[config.mk]
export PLATFORM = sky130hd
export DESIGN_NAME = l2cache
export DESIGN_NICKNAME = d
export VERILOG_FILES = /design/src/verilog/l2cache_pkg.sv /design/src/verilog/l2cache_data_array.sv /design/src/verilog/l2cache_datapath.sv /design/src/verilog/l2cache_control.sv /design/src/verilog/l2cache.sv
export VERILOG_INCLUDE_DIRS = /design/src /design/src/verilog
export SDC_FILE = /design/constraint.sdc
export NUM_CORES = 2
export LEC_CHECK = 0
export BUFFER_PORTS_ARGS = -buffer_cell sky130_fd_sc_hd__buf_2
export CAP_MARGIN = 20
export CORE_MARGIN = 3
export CORE_UTILIZATION = 50
export CTS_CLUSTER_DIAMETER = 150
export CTS_CLUSTER_SIZE = 25
export DETAILED_ROUTE_END_ITERATION = 12
export PLACE_DENSITY = 0.7
export SETUP_SLACK_MARGIN = 0.2
export SYNTH_ARGS = -nofsm -noshare
export SYNTH_HDL_FRONTEND = slang
export SYNTH_MEMORY_MAX_BITS = 65536
export SYNTH_SLANG_ARGS = --single-unit
[constraint.sdc]
create_clock -name clk -period 16.35 [get_ports clk]
set_clock_uncertainty 0.05 [all_clocks]
set_input_delay 3.27 -clock clk [delete_from_list [all_inputs] [get_ports clk]]
set_output_delay 3.27 -clock clk [all_outputs]
set_load 0.1 [all_outputs]
[src/verilog/l2cache_macros.svh]
`ifndef L2CACHE_MACROS_SVH
`define L2CACHE_MACROS_SVH

// Cache geometry for the two-way L2.

// Number of sets per way.
`define L2_SETS 8

// Set index taken from the address just above the line offset.
`define L2_INDEX_BITS 3

// Byte offset within a 32-byte line.
`define L2_OFFSET_BITS 5

// Tag is whatever remains of the 16-bit address.
`define L2_TAG_BITS 8

// Full line as moved on both the upstream and memory sides.
`define L2_LINE_BITS 256

`endif

[src/verilog/l2cache_pkg.sv]
`include "l2cache_macros.svh"

package l2cache_pkg;

    // Byte address, split as tag, set index and line offset.
    typedef logic [`L2_TAG_BITS+`L2_INDEX_BITS+`L2_OFFSET_BITS-1:0] l2_word;

    // One cache line.
    typedef logic [`L2_LINE_BITS-1:0] cache_line;

    // Stored tag of one way.
    typedef logic [`L2_TAG_BITS-1:0] l2_tag;

    // Controller states.
    // A miss runs write back (if dirty), allocate, update cache, complete.
    typedef enum logic [2:0] {
        s_idle,
        s_write_back,
        s_allocate,
        s_update_cache,
        s_pmem_complete
    } l2cache_state_e;

endpackage : l2cache_pkg

[src/verilog/l2cache_data_array.sv]
`timescale 1ns/10ps
`include "l2cache_macros.svh"

module l2cache_data_array
(
    input  logic                       clk,
    input  logic                       write,
    input  logic [`L2_INDEX_BITS-1:0]  index,
    input  l2cache_pkg::cache_line     datain,
    output l2cache_pkg::cache_line     dataout
);

    // Line storage for one way.
    // Valid bits in the datapath decide whether an entry means anything.
    l2cache_pkg::cache_line lines [`L2_SETS];

    always_ff @(posedge clk)
    begin
        if (write)
        begin
            lines[index] <= datain;
        end
    end

    // Asynchronous read so hits can respond in the same cycle.
    assign dataout = lines[index];

endmodule : l2cache_data_array

[src/verilog/l2cache_datapath.sv]
`timescale 1ns/10ps
`include "l2cache_macros.svh"

module l2cache_datapath
(
    input  logic                    clk,
    input  logic                    reset,

    input  l2cache_pkg::l2_word     mem_address,
    input  l2cache_pkg::cache_line  mem_wdata,
    input  l2cache_pkg::cache_line  pmem_rdata,

    input  logic                    data0write,
    input  logic                    data1write,
    input  logic                    tag0write,
    input  logic                    tag1write,
    input  logic                    valid0write,
    input  logic                    valid1write,
    input  logic                    dirty0write,
    input  logic                    dirty1write,
    input  logic                    dirty0_in,
    input  logic                    dirty1_in,
    input  logic                    lru_write,
    input  logic                    lru_in,
    input  logic                    rwmux_sel,
    input  logic                    pmemmux_sel,

    output l2cache_pkg::cache_line  mem_rdata,
    output l2cache_pkg::cache_line  pmem_wdata,
    output l2cache_pkg::l2_word     pmem_address,
    output logic                    hit,
    output logic                    way0and_out,
    output logic                    lru_out,
    output logic                    dirtymux_out
);

    logic [`L2_INDEX_BITS-1:0] index;
    l2cache_pkg::l2_tag        req_tag;
    l2cache_pkg::l2_tag        victim_tag;
    l2cache_pkg::cache_line    write_line;
    l2cache_pkg::cache_line    line0;
    l2cache_pkg::cache_line    line1;
    logic                      hit0;
    logic                      hit1;
    logic                      read_way;

    // Per-set tag storage, guarded by the valid bits.
    l2cache_pkg::l2_tag        tag0 [`L2_SETS];
    l2cache_pkg::l2_tag        tag1 [`L2_SETS];

    logic [`L2_SETS-1:0]       valid0;
    logic [`L2_SETS-1:0]       valid1;
    logic [`L2_SETS-1:0]       dirty0;
    logic [`L2_SETS-1:0]       dirty1;
    // One bit per set naming the victim way.
    logic [`L2_SETS-1:0]       lru;

    assign index   = mem_address[`L2_OFFSET_BITS +: `L2_INDEX_BITS];
    assign req_tag = mem_address[`L2_OFFSET_BITS+`L2_INDEX_BITS +: `L2_TAG_BITS];

    // Full-line writes come from upstream on a store, else from memory.
    assign write_line = rwmux_sel ? mem_wdata : pmem_rdata;

    l2cache_data_array way0_data
    (
        .clk     (clk),
        .write   (data0write),
        .index   (index),
        .datain  (write_line),
        .dataout (line0)
    );

    l2cache_data_array way1_data
    (
        .clk     (clk),
        .write   (data1write),
        .index   (index),
        .datain  (write_line),
        .dataout (line1)
    );

    always_ff @(posedge clk)
    begin
        if (tag0write)
        begin
            tag0[index] <= req_tag;
        end
        if (tag1write)
        begin
            tag1[index] <= req_tag;
        end
    end

    always_ff @(posedge clk)
    begin
        if (reset)
        begin
            valid0 <= '0;
            valid1 <= '0;
            dirty0 <= '0;
            dirty1 <= '0;
            lru    <= '0;
        end
        else
        begin
            if (valid0write)
                valid0[index] <= 1'b1;
            if (valid1write)
                valid1[index] <= 1'b1;
            if (dirty0write)
                dirty0[index] <= dirty0_in;
            if (dirty1write)
                dirty1[index] <= dirty1_in;
            if (lru_write)
                lru[index] <= lru_in;
        end
    end

    // Hit detection.
    assign hit0        = valid0[index] && (tag0[index] == req_tag);
    assign hit1        = valid1[index] && (tag1[index] == req_tag);
    assign hit         = hit0 | hit1;
    assign way0and_out = hit0;

    // Victim selection.
    assign lru_out      = lru[index];
    assign dirtymux_out = lru_out ? (valid1[index] & dirty1[index])
                                  : (valid0[index] & dirty0[index]);
    assign victim_tag   = lru_out ? tag1[index] : tag0[index];

    // On a hit read the matching way; otherwise the way being allocated.
    assign read_way  = hit ? ~hit0 : lru_out;
    assign mem_rdata = read_way ? line1 : line0;

    assign pmem_wdata = lru_out ? line1 : line0;

    // Write-back goes to the victim's line, fills come from the request's line.
    assign pmem_address = pmemmux_sel
                        ? {victim_tag, index, {`L2_OFFSET_BITS{1'b0}}}
                        : {req_tag, index, {`L2_OFFSET_BITS{1'b0}}};

endmodule : l2cache_datapath

[src/verilog/l2cache_control.sv]
`timescale 1ns/10ps

module l2cache_control
(
    input  logic clk,
    input  logic reset,

    input  logic mem_read,
    input  logic mem_write,
    input  logic hit,
    input  logic way0and_out,
    input  logic lru_out,
    input  logic dirtymux_out,
    input  logic pmem_resp,

    output logic data0write,
    output logic data1write,
    output logic tag0write,
    output logic tag1write,
    output logic valid0write,
    output logic valid1write,
    output logic dirty0write,
    output logic dirty1write,
    output logic dirty0_in,
    output logic dirty1_in,
    output logic lru_write,
    output logic lru_in,
    output logic rwmux_sel,
    output logic pmemmux_sel,
    output logic mem_resp,
    output logic pmem_read,
    output logic pmem_write
);

    l2cache_pkg::l2cache_state_e state;
    l2cache_pkg::l2cache_state_e next_state;
    logic                        req;

    assign req = mem_read | mem_write;

    always_comb
    begin : state_actions
        data0write  = 1'b0;
        data1write  = 1'b0;
        tag0write   = 1'b0;
        tag1write   = 1'b0;
        valid0write = 1'b0;
        valid1write = 1'b0;
        dirty0write = 1'b0;
        dirty1write = 1'b0;
        dirty0_in   = 1'b0;
        dirty1_in   = 1'b0;
        lru_write   = 1'b0;
        lru_in      = 1'b0;
        rwmux_sel   = 1'b0;
        pmemmux_sel = 1'b0;
        mem_resp    = 1'b0;
        pmem_read   = 1'b0;
        pmem_write  = 1'b0;

        case (state)
            l2cache_pkg::s_idle:
            begin
                if (req && hit)
                begin
                    // The way just used stops being the victim.
                    mem_resp  = 1'b1;
                    lru_write = 1'b1;
                    lru_in    = way0and_out;
                    if (mem_write)
                    begin
                        rwmux_sel = 1'b1;
                        if (way0and_out)
                        begin
                            data0write  = 1'b1;
                            dirty0write = 1'b1;
                            dirty0_in   = 1'b1;
                        end
                        else
                        begin
                            data1write  = 1'b1;
                            dirty1write = 1'b1;
                            dirty1_in   = 1'b1;
                        end
                    end
                end
            end

            l2cache_pkg::s_write_back:
            begin
                pmem_write  = 1'b1;
                pmemmux_sel = 1'b1;
            end

            l2cache_pkg::s_allocate:
            begin
                pmem_read = 1'b1;
                // Fill the victim way only once the memory data is valid.
                if (pmem_resp)
                begin
                    if (lru_out)
                    begin
                        data1write  = 1'b1;
                        tag1write   = 1'b1;
                        valid1write = 1'b1;
                        dirty1write = 1'b1;
                    end
                    else
                    begin
                        data0write  = 1'b1;
                        tag0write   = 1'b1;
                        valid0write = 1'b1;
                        dirty0write = 1'b1;
                    end
                end
            end

            l2cache_pkg::s_update_cache:
            begin
                // The new line now hits; point the LRU at the other way.
                lru_write = 1'b1;
                lru_in    = way0and_out;
            end

            l2cache_pkg::s_pmem_complete:
            begin
                mem_resp = 1'b1;
                if (mem_write)
                begin
                    // Store replaces the freshly allocated line.
                    rwmux_sel = 1'b1;
                    if (way0and_out)
                    begin
                        data0write  = 1'b1;
                        dirty0write = 1'b1;
                        dirty0_in   = 1'b1;
                    end
                    else
                    begin
                        data1write  = 1'b1;
                        dirty1write = 1'b1;
                        dirty1_in   = 1'b1;
                    end
                end
            end

            default:
            begin
            end
        endcase
    end

    always_comb
    begin : next_state_logic
        next_state = state;

        case (state)
            l2cache_pkg::s_idle:
            begin
                if (req && !hit)
                begin
                    if (dirtymux_out)
                        next_state = l2cache_pkg::s_write_back;
                    else
                        next_state = l2cache_pkg::s_allocate;
                end
            end
            l2cache_pkg::s_write_back:
            begin
                if (pmem_resp)
                    next_state = l2cache_pkg::s_allocate;
            end
            l2cache_pkg::s_allocate:
            begin
                if (pmem_resp)
                    next_state = l2cache_pkg::s_update_cache;
            end
            l2cache_pkg::s_update_cache:
            begin
                next_state = l2cache_pkg::s_pmem_complete;
            end
            l2cache_pkg::s_pmem_complete:
            begin
                next_state = l2cache_pkg::s_idle;
            end
            default:
            begin
                next_state = l2cache_pkg::s_idle;
            end
        endcase
    end

    always_ff @(posedge clk)
    begin
        if (reset)
            state <= l2cache_pkg::s_idle;
        else
            state <= next_state;
    end

endmodule : l2cache_control

[src/verilog/l2cache.sv]
`timescale 1ns/10ps

module l2cache
(
    input  logic                    clk,
    input  logic                    reset,

    // Upstream side.
    input  l2cache_pkg::l2_word     mem_address,
    input  logic                    mem_read,
    input  logic                    mem_write,
    input  l2cache_pkg::cache_line  mem_wdata,
    output l2cache_pkg::cache_line  mem_rdata,
    output logic                    mem_resp,

    // Physical memory side.
    output l2cache_pkg::l2_word     pmem_address,
    output logic                    pmem_read,
    output logic                    pmem_write,
    output l2cache_pkg::cache_line  pmem_wdata,
    input  l2cache_pkg::cache_line  pmem_rdata,
    input  logic                    pmem_resp
);

    logic data0write;
    logic data1write;
    logic tag0write;
    logic tag1write;
    logic valid0write;
    logic valid1write;
    logic dirty0write;
    logic dirty1write;
    logic dirty0_in;
    logic dirty1_in;
    logic lru_write;
    logic lru_in;
    logic rwmux_sel;
    logic pmemmux_sel;
    logic hit;
    logic way0and_out;
    logic lru_out;
    logic dirtymux_out;

    l2cache_control control
    (
        .clk          (clk),
        .reset        (reset),
        .mem_read     (mem_read),
        .mem_write    (mem_write),
        .hit          (hit),
        .way0and_out  (way0and_out),
        .lru_out      (lru_out),
        .dirtymux_out (dirtymux_out),
        .pmem_resp    (pmem_resp),
        .data0write   (data0write),
        .data1write   (data1write),
        .tag0write    (tag0write),
        .tag1write    (tag1write),
        .valid0write  (valid0write),
        .valid1write  (valid1write),
        .dirty0write  (dirty0write),
        .dirty1write  (dirty1write),
        .dirty0_in    (dirty0_in),
        .dirty1_in    (dirty1_in),
        .lru_write    (lru_write),
        .lru_in       (lru_in),
        .rwmux_sel    (rwmux_sel),
        .pmemmux_sel  (pmemmux_sel),
        .mem_resp     (mem_resp),
        .pmem_read    (pmem_read),
        .pmem_write   (pmem_write)
    );

    l2cache_datapath datapath
    (
        .clk          (clk),
        .reset        (reset),
        .mem_address  (mem_address),
        .mem_wdata    (mem_wdata),
        .pmem_rdata   (pmem_rdata),
        .data0write   (data0write),
        .data1write   (data1write),
        .tag0write    (tag0write),
        .tag1write    (tag1write),
        .valid0write  (valid0write),
        .valid1write  (valid1write),
        .dirty0write  (dirty0write),
        .dirty1write  (dirty1write),
        .dirty0_in    (dirty0_in),
        .dirty1_in    (dirty1_in),
        .lru_write    (lru_write),
        .lru_in       (lru_in),
        .rwmux_sel    (rwmux_sel),
        .pmemmux_sel  (pmemmux_sel),
        .mem_rdata    (mem_rdata),
        .pmem_wdata   (pmem_wdata),
        .pmem_address (pmem_address),
        .hit          (hit),
        .way0and_out  (way0and_out),
        .lru_out      (lru_out),
        .dirtymux_out (dirtymux_out)
    );

endmodule : l2cache

==> impl_metrics.csv <==
group,metric,value,unit
outcome,status,"finished clean",
clock_network,cts_num_sinks,4267,
place,io_buffers,1053,
die,fp.coreArea,319600,um2
clock_network,holdBufCountCts,0,
logic_synthesis,synthesis.yosys.warnings,0,
sta,final.period_utilization,0.7572,
clock_network,clk_pin_slew_worst_paths,0.09,ns
power_and_ir_drop,vdd.ir_drop.worst,0.1165,mV
sta,hold_viol_final,0,
logic_synthesis,synth.cells.most_frequent,"sky130_fd_sc_hd__edfxtp_1 (4224), sky130_fd_sc_hd__a22oi_1 (1922), sky130_fd_sc_hd__nor2_1 (604)",
logic_synthesis,synth_area_leader,"sky130_fd_sc_hd__edfxtp_1",
die,floorplan.die.height,574.1,um
logic_synthesis,synth_cells,9183,
die,chip_width,574.1,um
setup_path,end_kind,"primary output",
die,fp.dieArea,329600,um2
power_and_ir_drop,power_frac_clock,0.270,
setup_path,worst-endpoint-required,13.03,ns
setup_path,worstSetupPathDepth,10,
detailed_routing,drt_pre_antenna_iters,6,
clock_network,clk_root_buffer_cell,"sky130_fd_sc_hd__clkbuf_16",
clock_network,h-tree-depth,4,
grt,groute.usage.overall,0.2589,
setup_path,critical_path_peak_fanout,53,
setup_path,crit_slowest_cell,"sky130_fd_sc_hd__buf_4",
logic_synthesis,synth.area.top_cells,"sky130_fd_sc_hd__edfxtp_1 (79%), sky130_fd_sc_hd__a22oi_1 (8.9%), sky130_fd_sc_hd__mux2_4 (1.9%)",
detailed_routing,drc,0,
setup_path,timing.critical_path.arrival,9.06,ns
grt,largest_net_degree_at_the_start_of_global_routing,153,
die,row_count,207,
cells_and_area,final_util,0.5517,
sta,hold_slack,0.4337,ns
logic_synthesis,yosys.area.top_type_share,0.7859,
grt,grt_antenna_before_repair,9,
clock_network,cts_repair_resize_count,0,
clock_network,post-cts-setup-buffers,0,
power_and_ir_drop,power.sequential.fraction,0.612,
setup_path,crit_path_frequent_cell,"sky130_fd_sc_hd__buf_4",
sta,max_freq,80.77,MHz
power_and_ir_drop,power.combinational.fraction,0.118,
sta,worstMarginPinSlew,1.325,ns
sta,slew_headroom,0.1165,
setup_path,start_kind,"input pin",
die,floorplan.io_pins,1064,
sta,setup_viol_count_final,0,
power_and_ir_drop,power_switching,5.075,mW
grt,globalRouteOverflowTotal,0,
setup_path,crit_end,"mem_rdata[127]",
power_and_ir_drop,cellLeakagePower,55.01,nW
logic_synthesis,postSynth.asyncResetShare,0,
setup_path,timing_worst_setup_path_type,"input pin to primary output",
clock_network,cts-buffers-inserted,193,
logic_synthesis,synth_enable_flop_cells,4224,
setup_path,worst_path_dominant_cell_family,"buffers and inverters",
sta,finalMaxSlewViolations,0,
sta,final.min_clock_period,12.38,ns
setup_path,regToRegEndpoint,"datapath.way0_data.lines[5][134]",
detailed_routing,routed-via-count,92955,
logic_synthesis,per_instance_average_area_after_synthesis,17.58,um2
place,detailed_placement_hpwl,228400,um
detailed_routing,detail_route.wl_per_cell,30.99,um
setup_path,cp-startpoint,"mem_address[7]",
detailed_routing,postRouteWirelength,442500,um
clock_network,cts_max_path_buffers,4,
sta,rsz0062_at_grt,"false",
clock_network,clk_latency,0.91,ns
logic_synthesis,synth.ff_latch_count,4267,
die,floorplan.initialDensity,0.5050,
place,place_congestion,0.8114,
setup_path,r2r_setup_slack,10.38,ns
setup_path,crit_path_cell_trace,"clkbuf_8, buf_4, and2_4, buf_4, buf_4, buf_4, a22oi_1, and4_1, a21oi_1, buf_2",
setup_path,timing.critical_path.buf_inv,6,
detailed_routing,viasPerCell,6.509,
logic_synthesis,yosys.cell_count.top_type,"sky130_fd_sc_hd__edfxtp_1",
logic_synthesis,synth_ff_type,"sky130_fd_sc_hd__edfxtp_1",
power_and_ir_drop,power_density,112.1,nW/um2
logic_synthesis,synth_sequential_area_ratio,0.7912,
clock_network,cts_tree,"built",
setup_path,cp_slowest_stage_delay,0.79,ns
detailed_routing,drtAntennaViolNets,0,
cells_and_area,area.growth.synth_to_final,9.254,%
grt,first_global_vias,90642,
hold_path,hold_path_class,"register to register",
job,maxCapViolCount,0,
detailed_routing,detail_route.iter0.violations,11813,
setup_path,r2r_start,"datapath.tag0[7][4]",
logic_synthesis,yosys.cell_types.count,67,
power_and_ir_drop,cellInternalPower,14.70,mW
logic_synthesis,syn-cell-area,161400,um2
grt,grt_pass1_wl,630800,um
power_and_ir_drop,power_switching_share,0.2567,
cells_and_area,final_nets,10479,
cells_and_area,post_route_cells_drive_above_1_share,0.1754,
setup_path,r2r.worst_path.cells,10,
[worst register-to-register path: cells and delay by family, from the launching register on]
kind                      cells  cell delay, ns
and+or+nand+nor               4            2.35
DFF                           1            0.38
muxes                         2            0.68
xor gates and xnor gates      1            0.12
AOI/OAI and AO/OA             1            0.28
buffers and inverters         2            1.72
[sequential cells by signal, indices dropped and copies added (netlist names)]
| signal | flops |
|---|---|
| datapath.dirty1 | 8 |
| datapath.tag0 | 64 |
| control.state | 3 |
| datapath.lru | 8 |
| datapath.way0_data.lines | 2048 |
| datapath.valid0 | 8 |
| datapath.dirty0 | 8 |
| datapath.tag1 | 64 |
| datapath.way1_data.lines | 2048 |
| datapath.valid1 | 8 |
[layout make-up]
cell class	instances	area, um2
tap	4284	5360
timing repair buffer	1212	7159
multi-input combinational	4259	30850
fill	24311	143300
inverter	13	48.80
sequential	4267	127700
clock buffer	222	4960
clock inverter	13	224.0
antenna	10	25.02
[worst min path at each step]
stage                             startpoint                 end  slack, ns  cells after the start
after floorplan           datapath.valid0[0]  datapath.valid0[0]       0.38                      2
after global placement    datapath.valid1[2]  datapath.valid1[2]       0.39                      2
after detailed placement  datapath.valid0[4]  datapath.valid0[4]       0.41                      2
after CTS                 datapath.valid0[4]  datapath.valid0[4]       0.44                      2
after global routing      datapath.valid0[4]  datapath.valid0[4]       0.45                      2
final                     datapath.valid1[0]  datapath.valid1[0]       0.43                      2
[placed cells by master, fill, tap and decap left out, types with 7 or more instances in the layout]
master / instances
sky130_fd_sc_hd__nor2b_1: 10
sky130_fd_sc_hd__and3_1: 30
sky130_fd_sc_hd__nand2_1: 36
sky130_fd_sc_hd__mux2_2: 63
sky130_fd_sc_hd__diode_2: 10
sky130_fd_sc_hd__edfxtp_1: 4224
sky130_fd_sc_hd__a211oi_1: 25
sky130_fd_sc_hd__o21ai_0: 25
sky130_fd_sc_hd__a311oi_1: 9
sky130_fd_sc_hd__dfxtp_1: 43
sky130_fd_sc_hd__mux2_4: 200
sky130_fd_sc_hd__nor3_1: 17
sky130_fd_sc_hd__a221o_1: 18
sky130_fd_sc_hd__buf_12: 53
sky130_fd_sc_hd__a21oi_1: 544
sky130_fd_sc_hd__nand4_1: 229
sky130_fd_sc_hd__a22o_1: 36
sky130_fd_sc_hd__mux4_2: 23
sky130_fd_sc_hd__nor2_1: 585
sky130_fd_sc_hd__nand2b_1: 8
sky130_fd_sc_hd__a22oi_1: 1922
sky130_fd_sc_hd__buf_2: 1050
sky130_fd_sc_hd__buf_4: 103
sky130_fd_sc_hd__inv_1: 13
sky130_fd_sc_hd__clkbuf_16: 194
sky130_fd_sc_hd__mux2_1: 32
sky130_fd_sc_hd__nor2_4: 20
sky130_fd_sc_hd__nand3_1: 7
sky130_fd_sc_hd__a221oi_1: 34
sky130_fd_sc_hd__clkbuf_1: 28
sky130_fd_sc_hd__and4_1: 229
sky130_fd_sc_hd__mux2i_1: 78
[power groups by stage]
stage	combinational, mW	sequential [mW]	clock, mW
2_1_floorplan	1.70	12.4	0
6_report	2.33	12.1	5.33
5_1_grt	2.41	12.1	5.77
4_1_cts	2.33	12.1	5.41
3_3_place_gp	2.29	12.4	0
3_5_place_dp	2.32	12.4	0
[metal layers]
layer	vias to the layer above	share of wire	GRT usage
li1	39135	-	-
met1	47629	0.39	0.3641
met2	5593	0.48	0.4254
met3	596	0.10	0.03951
met4	2	0.028	0.06859
met5	-	0.000029	0
[cell families after synthesis]
kind of cell | share of synthesized area
buf+inv | 0.01902
other cells | 0.00002323
flops | 0.7912
mux | 0.03356
simple gates | 0.04006
compound gates | 0.1157
xor+xnor | 0.0003799
[through the flow]
step | area [um2] | setup slack, ns | power, mW | std cells | TNS (ns)
6_report | 176300 | 3.970 | 19.77 | 14280 | 0
5_1_grt | 176300 | 3.960 | 20.30 | 14271 | 0
4_1_cts | 176300 | 4.074 | 19.85 | 14268 | 0
3_5_place_dp | 171100 | 4.064 | 14.68 | 14033 | 0
3_3_place_gp | 171100 | 4.100 | 14.65 | 14031 | 0
2_1_floorplan | 161400 | -0.8859 | 14.09 | 9187 | -3266.62
Power figures use the tool's default switching activity.
